**config.mk**
```make
export PLATFORM = sky130hd
export DESIGN_NAME = philosopher
export DESIGN_NICKNAME = d
export VERILOG_FILES = /design/src/hw/dpp_pkg.sv /design/src/hw/philosopher.sv
export SDC_FILE = /design/constraint.sdc
export NUM_CORES = 1
export LEC_CHECK = 0
export ABC_AREA = 1
export BUFFER_PORTS_ARGS = -buffer_cell sky130_fd_sc_hd__buf_2
export CAP_MARGIN = 20
export CORE_AREA = 4 4 41 43
export CTS_BUF_LIST = sky130_fd_sc_hd__clkbuf_2
export DETAILED_ROUTE_END_ITERATION = 16
export DIE_AREA = 0 0 45 47
export PLACE_DENSITY = 0.47
export SLEW_MARGIN = 20
export SYNTH_ARGS = -nofsm -noshare
export SYNTH_HDL_FRONTEND = slang
export SYNTH_SLANG_ARGS = --single-unit
```
**constraint.sdc**
```tcl
create_clock -name clk -period 1.7 [get_ports clk]
set_input_delay 0.085 -clock clk [delete_from_list [all_inputs] [get_ports clk]]
set_output_delay 0.085 -clock clk [all_outputs]
set_load 0.03 [all_outputs]
```
**src/hw/dpp_pkg.sv**
```systemverilog
package dpp_pkg;

  // events a philosopher reports to the arbiter
  typedef enum logic {
    PHILO_HUNGRY = 1'b0,
    PHILO_DONE   = 1'b1
  } philo_evt_e;

  // state of one fork on the table
  typedef enum logic {
    FORK_AVAIL = 1'b0,
    FORK_TAKEN = 1'b1
  } fork_e;

  localparam int PHILO_ID_W = 4;  // enough for 16 seats
  localparam int SEQ_W      = 8;  // grant counter wraps at 256

  // one entry of the grant log, 12 bits
  typedef struct packed {
    logic [PHILO_ID_W-1:0] philo_id;  // who was granted
    logic [SEQ_W-1:0]      seq;       // running grant count
  } grant_rec_t;

  // defaults for the top level parameters
  localparam int DEF_N_PHILO    = 4;  // at most 16
  localparam int DEF_EAT_TIME   = 3;  // cycles spent eating
  localparam int DEF_THINK_TIME = 4;  // minimum thinking cycles
  localparam int DEF_FIFO_DEPTH = 4;  // entries per queue

endpackage

```
**src/hw/philosopher.sv**
```systemverilog
`timescale 1ns/1ns

module philosopher #(
  parameter int EAT_TIME   = 3,
  parameter int THINK_TIME = 4
) (
  input  logic                clk,
  input  logic                reset,
  input  logic                hunger,
  input  logic                may_eat,
  output logic                hungry,
  output logic                eating,
  output logic                evt_push,
  output dpp_pkg::philo_evt_e evt_data
);

  import dpp_pkg::*;

  localparam int TMAX  = (EAT_TIME > THINK_TIME) ? EAT_TIME : THINK_TIME;
  localparam int TMR_W = (TMAX > 0) ? $clog2(TMAX + 1) : 1;

  typedef enum logic [1:0] {
    ST_THINK,
    ST_HUNGRY,
    ST_EAT
  } state_e;

  state_e           state;
  logic [TMR_W-1:0] timer;  // eat or think countdown

  assign hungry = (state == ST_HUNGRY);
  assign eating = (state == ST_EAT);

  // a push only ever happens in the first cycle of hungry or of thinking,
  // so the event kind follows from the current state
  assign evt_data = (state == ST_HUNGRY) ? PHILO_HUNGRY : PHILO_DONE;

  always_ff @(posedge clk or posedge reset) begin
    if (reset) begin
      state    <= ST_THINK;
      timer    <= '0;  // expired, hunger accepted at once
      evt_push <= 1'b0;
    end else begin
      evt_push <= 1'b0;
      case (state)
        ST_THINK: begin
          if (timer != '0) begin
            timer <= timer - 1'b1;  // hunger ignored while counting
          end else if (hunger) begin
            state    <= ST_HUNGRY;
            evt_push <= 1'b1;       // HUNGRY
          end
        end
        ST_HUNGRY: begin
          if (may_eat) begin
            state <= ST_EAT;
            timer <= TMR_W'(EAT_TIME);
          end
        end
        ST_EAT: begin
          if (timer <= TMR_W'(1)) begin
            // last eating cycle, back to thinking and report DONE
            state    <= ST_THINK;
            timer    <= TMR_W'(THINK_TIME);
            evt_push <= 1'b1;
          end else begin
            timer <= timer - 1'b1;
          end
        end
        default: begin
          state <= ST_THINK;
          timer <= '0;
        end
      endcase
    end
  end

endmodule

```
==> metrics.txt <==
Setup crit end kind=register; grt peak-use layer=met2; critical path required time=between 1.5 and 2 ns; via count=between 300 and 400; commonest cells after routing, fill and taps aside=nand2_1 (12), nor2_1 (9), buf_2 (7), dfrtp_1 (6), inv_1 (5); Internal=~460 µW; Setup WS post-layout=between 0.3 and 0.4 ns; CTS tree=built; Clock Sinks=6; Setup-failing EPs final=0; Max-slew headroom=between 80% and 90%; power per cell area=between 2000 and 2500 nW/µm²; Final Hold Fails=0; min-delay worst type=in2reg; Die X-Extent=45 µm; hpwl dp=606.2 µm; Clock Skew=between 0.004 and 0.005 ns; Reg power frac=30.4%; Layout Area Growth over Synthesis=21.50%; sequential area share after synthesis=between 40% and 50%; GR Layer Usage met1=a little over a tenth; Bufs on Longest Clock Path=2; die extent in y=47 µm; Post-Syn Instances=49; DRC viols=0; Post-Syn Area per Cell=about 7.5 µm²; Max Cap Viol=0; core area=approximately 1300 µm²; GR Util met2=between 10% and 20%; I/O Pins=8; Switching Power=449.5 µW; CTS HTree Levels=1; Die Area=approximately 2100 µm²; Lkg Pwr=approximately 0.00025 µW; sw frac=between 40% and 50%; WS Path Type=reg2reg; CTS Root Cell=clkbuf_2; met3 usage=2.682%; minimum clock period after layout=approximately 1.3 ns; max-slew violation count=0; Placed Area=between 400 and 500 µm²; Initial Util=28.17%; synth unique cells=13; GPL Wtd Cong=a little under 0.7; gr ovfl total=0; Via density=4.200; worst path arrival time=around 1.4 ns; drt first pass iters=4; Worst Tran Pin Value=between 0.2 and 0.3 ns; Critical Path Fanout Max=5; number of DRC markers in iteration 0=4; Detailed Route WL=743 µm; Filler cells=roughly 150; vias in the first global route=326; combinational power share=between 50% and 60%; RSZ-0062 raised after global routing=false; worst vdd ir=around 0.67 mV; final critical-path share of the clock period=around three quarters; Routed Antenna Nets=0; Worst-Skew Late Latency=0.22 ns; warnings from Yosys=0; first-pass GRT wire length=around 1300 µm; initial antenna violation count=0; layout cell share with drive strength beyond 1=between 30% and 40%; post-CTS sizing=0; total CTS buffers=3; gr usage total=a little under a tenth; crit start category=register; pre-CTS setup slack=0.3988 ns; status=completed; antenna fix cells=0; total chip power=around 900 µW; commonest non-fill, non-tap cell in the layout=nand2_1; synthesized flop and latch total=6; fin area=between 400 and 500 µm²; port bufs=7; Syn Nets=between 50 and 60; post-DR wirelength/cell=a little under 10 µm; Placement Rows=13; largest net degree at the start of global routing=8; Total Negative Setup Slacks=0 ns; Clock power frac=10.9%; fin util=34.23%; FMAX=around 760 MHz; clock-pin slew on the worst setup and hold paths=roughly 0.060 ns; Synth Cell Area=between 300 and 400 µm²; nets=just under 70
synth_stat cells:
library cell	number	area [µm²]
nor2_2	1	6.260
inv_1	5	18.77
nand3_2	1	10.01
dfrtp_1	6	150.1
nor2_4	1	11.26
a21oi_1	2	10.01
nand3_1	3	15.01
ha_1	3	37.54
nor2_1	9	33.78
o21ai_1	1	5.000
inv_2	3	11.26
nand2_1	12	45.04
nand2_2	2	12.51
layer usage:
| layer | wire (µm) | part of all wire (%) |
|---|---|---|
| met3 | 42 | 5.7 |
| met2 | 327 | 44 |
| met1 | 362 | 49 |
| met5 | 0 | 0 |
| met4 | 10 | 1.3 |
cell type report:
type	count	area [µm²]	area share, %
tap	15	18.77	4.213
sequential	6	150.1	33.71
timing repair buffer	8	45.04	10.11
inverter	8	30.03	6.742
clock buffer	3	15.01	3.371
multi-input combinational	35	186.4	41.85
through the flow:
step | instances | hold slack [ns]
5_1_grt | 75 | 0.1407
3_3_place_gp | 71 | 0.01672
4_1_cts | 75 | 0.1205
2_1_floorplan | 49 | -0.1240
6_report | 75 | 0.1350
3_5_place_dp | 71 | 0.02281
logic make-up (layout without fill, tap and decap cells):
group | Yosys count | in the layout | share of synthesized area, %
buf+inv | 8 | 19 | 8.191
simple gates | 29 | 29 | 36.52
flops | 6 | 6 | 40.95
compound gates | 3 | 3 | 4.094
fa+ha+maj | 3 | 3 | 10.24
flip-flops by register name, summed over array words and instances (netlist names):
name,cells
timer,3
evt_push,1
state,2
timing repair:
item	4_1_cts	5_1_grt
hold endpoints to repair	6	0
setup buffers	0	0
hold buffers	1	0
power groups by stage:
stage          logic (µW)  registers, µW  clock network [µW]
2_1_floorplan         411            285                   0
3_3_place_gp          538            281                   0
3_5_place_dp          538            278                   0
4_1_cts               543            277                 108
5_1_grt               604            284                 116
6_report              532            275                98.6
worst max-delay path, cell delays in order, from the launching register on:
cell and delay, ns:
dfrtp_1 0.39, inv_1 0.07, ha_1 0.20, ha_1 0.21
nand2_2 0.09, nand2_2 0.08, nor2_1 0.09, a21oi_1 0.06
path summary, 6_finish.rpt:
kind | start | endpoint | slack (ns) | cells after the start
max reg2reg | timer[0] | timer[2] | 0.39 | 7
min | hunger | state[0] | 0.13 | 3
max in group asynchronous | reset | timer[2] | 1.17 | 3
min in group asynchronous | reset | timer[1] | 0.32 | 3
max | timer[0] | timer[2] | 0.39 | 7
min reg2reg | timer[1] | timer[1] | 0.50 | 2
(Power assumes the default switching activity.)
