==> config.mk <==
export PLATFORM = sky130hd
export DESIGN_NAME = event_fifo
export DESIGN_NICKNAME = d
export VERILOG_FILES = /design/src/hw/event_fifo.sv
export SDC_FILE = /design/constraint.sdc
export NUM_CORES = 1
export LEC_CHECK = 0
export ABC_AREA = 1
export BUFFER_PORTS_ARGS = -buffer_cell sky130_fd_sc_hd__buf_2
export CORE_MARGIN = 2
export CORE_UTILIZATION = 40
export DETAILED_ROUTE_END_ITERATION = 6
export PLACE_DENSITY = 0.64
export SYNTH_ARGS = -nofsm -noshare
export SYNTH_HDL_FRONTEND = slang
export SYNTH_SLANG_ARGS = --single-unit
==> constraint.sdc <==
create_clock -name clk -period 3.3 [get_ports clk]
set_input_delay 0.165 -clock clk [delete_from_list [all_inputs] [get_ports clk]]
set_output_delay 0.165 -clock clk [all_outputs]
set_load 0.01 [all_outputs]
==> src/hw/event_fifo.sv <==
`timescale 1ns/1ns

module event_fifo #(
  parameter type payload_t = logic [7:0],
  parameter int  DEPTH     = 4
) (
  input  logic     clk,
  input  logic     reset,
  input  logic     push,
  input  payload_t push_data,
  input  logic     pop,
  output payload_t pop_data,
  output logic     empty,
  output logic     full
);

  localparam int PTR_W = (DEPTH > 1) ? $clog2(DEPTH) : 1;
  localparam int CNT_W = $clog2(DEPTH + 1);

  payload_t         mem [DEPTH];
  logic [PTR_W-1:0] wr_ptr;
  logic [PTR_W-1:0] rd_ptr;
  logic [CNT_W-1:0] count;
  logic             do_push;
  logic             do_pop;

  assign empty   = (count == '0);
  assign full    = (count == CNT_W'(DEPTH));
  assign do_push = push & ~full;   // writes into a full queue are dropped
  assign do_pop  = pop & ~empty;

  assign pop_data = mem[rd_ptr];   // head is visible without a read cycle

  // storage, written at the tail
  always_ff @(posedge clk) begin
    if (do_push) begin
      mem[wr_ptr] <= push_data;
    end
  end

  always_ff @(posedge clk or posedge reset) begin
    if (reset) begin
      wr_ptr <= '0;
      rd_ptr <= '0;
      count  <= '0;
    end else begin
      if (do_push) begin
        wr_ptr <= (wr_ptr == PTR_W'(DEPTH - 1)) ? '0 : wr_ptr + 1'b1;  // wrap for any depth
      end
      if (do_pop) begin
        rd_ptr <= (rd_ptr == PTR_W'(DEPTH - 1)) ? '0 : rd_ptr + 1'b1;
      end
      case ({do_push, do_pop})
        2'b10:   count <= count + 1'b1;
        2'b01:   count <= count - 1'b1;
        default: count <= count;  // both or neither
      endcase
    end
  end

endmodule

==> results of run 1 <==
-- worst max-delay path, cell delays in order (launching register included) --
cell	delay (ps)
dfrtp_1	1030
nand2_1	130
o211ai_1	120
nand2_1	90
buf_2	150
-- area by class of cell --
type | instances | area (um2) | share of cell area, %
clock inverters | 2 | 60.1 | 2.96
well taps | 52 | 65.1 | 3.21
multi-input cells | 78 | 457 | 22.5
clock buffers | 6 | 72.6 | 3.58
repair buffers | 22 | 115 | 5.67
inverters | 33 | 124 | 6.10
flip-flops and latches | 39 | 1140 | 56.0
-- logic make-up (layout without fill, tap and decap cells) --
| kind of cell | after synthesis | in the layout | share of synthesized area [%] |
|---|---|---|---|
| XOR/XNOR | 1 | 1 | 0.494 |
| adder cells (fa/ha/maj) | 7 | 7 | 5.36 |
| flip-flops | 39 | 39 | 64.1 |
| AO/OA/AOI/OAI | 17 | 17 | 7.06 |
| buffers and inverters | 38 | 63 | 10.2 |
| AND/OR/NAND/NOR | 53 | 53 | 12.8 |
-- flip-flops by register name, indices dropped and copies added (netlist names) --
name	count
count	3
rd_ptr	2
wr_ptr	2
mem	32
-- worst max path at each step --
stage	slack, ps	endpoint	depth (start not counted)	start
after floorplan	1640	count[2]	10	count[0]
after global placement	1580	count[2]	10	count[0]
after detailed placement	1460	count[2]	10	count[1]
after CTS	1300	pop_data[3]	4	rd_ptr[0]
after global routing	1150	pop_data[7]	4	rd_ptr[0]
final	1320	pop_data[3]	4	rd_ptr[0]
-- per-stage QoR --
step / cells / total power, uW
2_1_floorplan: 155 / 1230
3_3_place_gp: 223 / 1340
3_5_place_dp: 223 / 1390
4_1_cts: 232 / 1850
5_1_grt: 232 / 1960
6_report: 232 / 1830
-- what timing repair did --
action                    CTS  global route
setup buffers               0             0
hold buffers                1             0
hold endpoints to repair    7             0
-- power by group --
part           internal (uW)  switching (uW)  total [uW]  leakage, uW
Sequential               661             125         786     0.000378
Clock                    302             164         466    0.0000654
Combinational            228             348         576     0.000465
-- cell usage in the layout (no fill, tap or decap), drive strengths merged --
| master | count |
|---|---|
| xnor2 | 1 |
| edfxtp | 32 |
| nand3 | 7 |
| clkbuf | 6 |
| buf | 21 |
| ha | 6 |
| bufinv | 2 |
| nand4 | 1 |
| dfrtp | 7 |
| inv | 33 |
| nor2 | 6 |
| o211ai | 16 |
| dlygate4sd3 | 1 |
| o21ai | 1 |
| fa | 1 |
| nand2 | 39 |
-- routing by layer --
layer,up-vias,share of wire (%),track usage (%)
li1,551,-,-
met1,531,40,14.8
met2,19,54,23.9
met3,7,4.1,3.56
met4,0,2.0,7.76
met5,-,0,0
==> flow_summary_export.csv, run 1 <==
group,metric,value,unit
critical_path,critPathKind,"reg -> out",
finish,final_cell_area,2030,um2
placed_design,post-place-ws,1460,ps
cts,clockRootBuffer,"clkbuf_8",
critical_path,end_kind,"output port",
sta,min_period,1980,ps
synthesis,synth_edf_count,32,
worst_hold_path,min_to,"mem[0][0]",
synthesis,synth_common_cells,"38 x nand2_1, 33 x inv_1, 32 x edfxtp_1",
synthesis,async_reset_ff_share,17.9,%
sta,setup_tns,0,ps
placed_design,place_hpwl,2.13,mm
sta,layout_setup_ws,1320,ps
finish,drive_gt1_share,17.2,%
placed_design,port_buffers,21,
placed_design,placed_area,1890,um2
synthesis,yosysMostFrequentCell,"nand2_1",
worst_hold_path,holdPathStages,1,
cts,cts_buffers,5,
finish,fill_cells,409,
global_routing,grt_pass1_wl,5.04,mm
synthesis,syn_area,1770,um2
detailed_routing,viasPerCell,4.78,
detailed_routing,via_count,1108,
sta,max_freq,0.505,GHz
floorplan,core-area,4320,um2
synthesis,ys_seq_area_share,64.1,%
critical_path,arrival,1820,ps
global_routing,grtUsageTotal,13.6,%
pwr,vdd_drop_max,516,uV
cts,cts_tree,"yes",
detailed_routing,drc,0,
run_status,status,"finished clean",
cts,insertion_delay,290,ps
floorplan,io-pin-count,22,
synthesis,yosys.cell_types.count,15,
floorplan,start_util,41.0,%
cts,clockBufferDepth,2,
finish,syn_to_final_growth,14.5,%
placed_design,gp_congestion,0.692,
critical_path,start_kind,"register",
floorplan,die_area,4980,um2
synthesis,synth_area_leader_cell,"edfxtp_1",
cts,ctsResizeCount,0,
detailed_routing,wirelength,3.08,mm
detailed_routing,wl_per_cell,13.3,um
critical_path,rrSetupSlack,1470,ps
sta,finalCritPeriodShare,60.0,%
floorplan,die_x,70.6,um
synthesis,synth_nets,174,
pwr,leakage,0.000908,uW
global_routing,antenna_found_initial,0,
global_routing,grt_pass1_vias,1159,
critical_path,r2r_start,"count[1]",
detailed_routing,detail-route-antenna-nets,0,
synthesis,synth_top_flop_cell,"edfxtp_1",
synthesis,netlist_instances,155,
sta,slew_viol_final,0,
synthesis,synth.area.top_cells,"edfxtp_1 54%, dfrtp_1 9.9%, nand2_1 8.0%",
cts,h-tree-depth,2,
sta,hold_slack,77.1,ps
sta,rsz0062_at_grt,"false",
worst_hold_path,hold_class,"in -> reg",
worst_hold_path,hold_start,"push_data[0]",
critical_path,crit_path_max_fanout,35,
critical_path,regToRegEndpoint,"count[2]",
cts,clkTransAtPathRegs,80,ps
detailed_routing,drtIter0Drc,53,
detailed_routing,drtPass1Iterations,4,
sta,setup_viol,0,
sta,hold_violations,0,
synthesis,netlist.area_leader.share,54.2,%
global_routing,grt_overflow,0,
finish,diodes,0,
sta,worst_pin_slew,1050,ps
floorplan,die_h,70.6,um
finish,nets,198,
sta,clock_skew,6.03,ps
global_routing,grt_start_max_net_pins,36,
run,drv_cap,0,
sta,maxSlewHeadroom,30.1,%
finish,postLayoutCoreUtil,46.9,%
synthesis,yosys_warnings,0,
floorplan,std_cell_rows,24,
synthesis,synth.ff_latch_count,39,
pwr,power-per-cell-area,901,nW/um2
critical_path,ff2ff_path_depth,10,
cts,clkSinkCount,39,
critical_path,required,3130,ps
synthesis,synth_area_per_cell,11.4,um2
Power figures use the tool's default switching activity.
==> run 2, diff against run 1 <==
- clock period: 3.3 -> 2.05 ns (I/O delays scaled with it)
==> flow_summary_export.csv, run 2 (synthesis results as in run 1) <==
group,metric,value,unit
sta,layout_setup_ws,210,ps
pwr,power.switching,1030,uW
run,drv_cap,0,
cts,clockRootBuffer,"clkbuf_8",
sta,setup_viol,0,
finish,syn_to_final_growth,14.6,%
cts,h-tree-depth,2,
pwr,leakage,0.000915,uW
global_routing,grtUsageTotal,13.7,%
worst_hold_path,hold_class,"in -> reg",
pwr,power-per-cell-area,1360,nW/um2
sta,slew_viol_final,0,
finish,drive_gt1_share,19.5,%
critical_path,path_cells,"inv_1 > nand3_2 > nand2_4 > ha_1 > inv_1 > fa_1 > nand2_1 > nand3_1 > nand2_1 > nand2_1",
critical_path,crit_cells,10,
floorplan,die_h,70.6,um
sta,hold_violations,0,
finish,largest_reg_flops,32,
detailed_routing,wirelength,3.09,mm
global_routing,grt_pass1_vias,1144,
detailed_routing,detail-route-antenna-nets,0,
critical_path,crit_top_cell,"nand2_1",
floorplan,std_cell_rows,24,
critical_path,required,2220,ps
cts,insertion_delay,280,ps
detailed_routing,wl_per_cell,13.0,um
sta,min_period,1840,ps
global_routing,grt_overflow,0,
critical_path,cp_top_family,"adder cells",
cts,clockBufferDepth,2,
pwr,pwr-share-clk,18.1,%
cts,clkTransAtPathRegs,80,ps
floorplan,die_x,70.6,um
finish,layout_commonest_cell,"nand2_1",
sta,setup_tns,0,ps
sta,finalCritPeriodShare,89.8,%
pwr,seqPwrFrac,44.1,%
pwr,internal-power,1730,uW
finish,reg_top3,"mem (32), count (3)",
critical_path,critPathKind,"reg -> reg",
critical_path,end_kind,"register",
critical_path,cp_slowest_stage_delay,390,ps
cts,clkSinkCount,39,
global_routing,grt_start_max_net_pins,20,
critical_path,slowest_stage,"dfrtp_1",
global_routing,antenna_found_initial,0,
placed_design,place_hpwl,2.21,mm
sta,rsz0062_at_grt,"false",
cts,cts_buffers,5,
detailed_routing,via_count,1126,
pwr,vdd_drop_max,531,uV
critical_path,path_buf_inv,2,
placed_design,post-place-ws,200,ps
detailed_routing,drtIter0Drc,54,
floorplan,start_util,41.0,%
finish,diodes,0,
critical_path,arrival,2010,ps
pwr,pwr-share-comb,37.8,%
sta,max_freq,0.543,GHz
sta,worst_pin_slew,546,ps
detailed_routing,drtPass1Iterations,4,
floorplan,die_area,4980,um2
finish,final_cell_mix,"38 x nand2_1, 33 x inv_1, 32 x edfxtp_1",
worst_hold_path,holdPathStages,1,
finish,regMostFlops,"mem",
finish,postLayoutCoreUtil,47.0,%
finish,nets,203,
detailed_routing,drc,0,
floorplan,core-area,4320,um2
critical_path,start_kind,"register",
critical_path,crit_path_max_fanout,7,
global_routing,grt_pass1_wl,5.24,mm
floorplan,io-pin-count,22,
sta,clock_skew,6.45,ps
run_status,status,"finished clean",
pwr,switching_share,37.3,%
cts,ctsResizeCount,0,
cts,cts_tree,"yes",
placed_design,port_buffers,21,
detailed_routing,viasPerCell,4.75,
sta,maxSlewHeadroom,63.6,%
critical_path,ff2ff_path_depth,10,
placed_design,gp_congestion,0.706,
[run 2: changes by cell type in the layout (fill, tap and decap cells not counted)]
cell        change
buf_4           +4
bufinv_16       -2
buf_12          +1
clkinv_2        +1
clkinvlp_4      +1
[run 2: layout make-up]
class / instances / area, um2
clock buffer: 6 / 72.6
clock inverter: 2 / 12.5
fill: 434 / 2290
inverter: 33 / 124
multi-input combinational: 78 / 457
sequential: 39 / 1140
tap: 52 / 65.1
timing repair buffer: 27 / 165
[run 2: worst reg2reg max path, cell delays in order (launching register included)]
cell and delay [ps]:
dfrtp_1 390, inv_1 150, nand3_2 150, nand2_4 120, ha_1 170, inv_1 70
fa_1 390, nand2_1 100, nand3_1 80, nand2_1 60, nand2_1 50
[run 2: power by group through the flow]
stage          clock network (uW)  logic, uW  registers, uW
2_1_floorplan                   0        828           1150
3_3_place_gp                    0       1010           1220
3_5_place_dp                    0       1060           1240
4_1_cts                       514       1070           1220
5_1_grt                       550       1210           1240
6_report                      497       1040           1210
[run 2: repair_timing]
action                     CTS  global route
setup endpoints to repair    0             0
buffers inserted             0             0
hold buffers                 1             0
hold endpoints to repair     7             0
[run 2: metal layers]
metal | vias to the layer above | routed length, um | GRT usage, %
li1 | 568 | - | -
met1 | 533 | 1330 | 17.1
met2 | 20 | 1620 | 23.7
met3 | 5 | 100 | 3.85
met4 | 0 | 33 | 3.77
met5 | - | 0 | 0
[run 2: worst paths after layout]
path	from	end	slack [ps]
max	count[0]	count[2]	210
min	push_data[0]	mem[2][0]	30
max reg2reg	count[0]	count[2]	210
min reg2reg	count[0]	count[0]	480
max in group asynchronous	reset	count[2]	1550
min in group asynchronous	reset	count[1]	290
[run 2: through the flow]
step / cells / total power [uW] / instance area (um2) / hold WS (ps)
2_1_floorplan: 155 / 1970 / 1770 / -94.1
3_3_place_gp: 228 / 2230 / 1940 / 47.5
3_5_place_dp: 228 / 2310 / 1940 / 53.3
4_1_cts: 237 / 2810 / 2030 / 16.8
5_1_grt: 237 / 3000 / 2030 / 22.8
6_report: 237 / 2750 / 2030 / 26.7
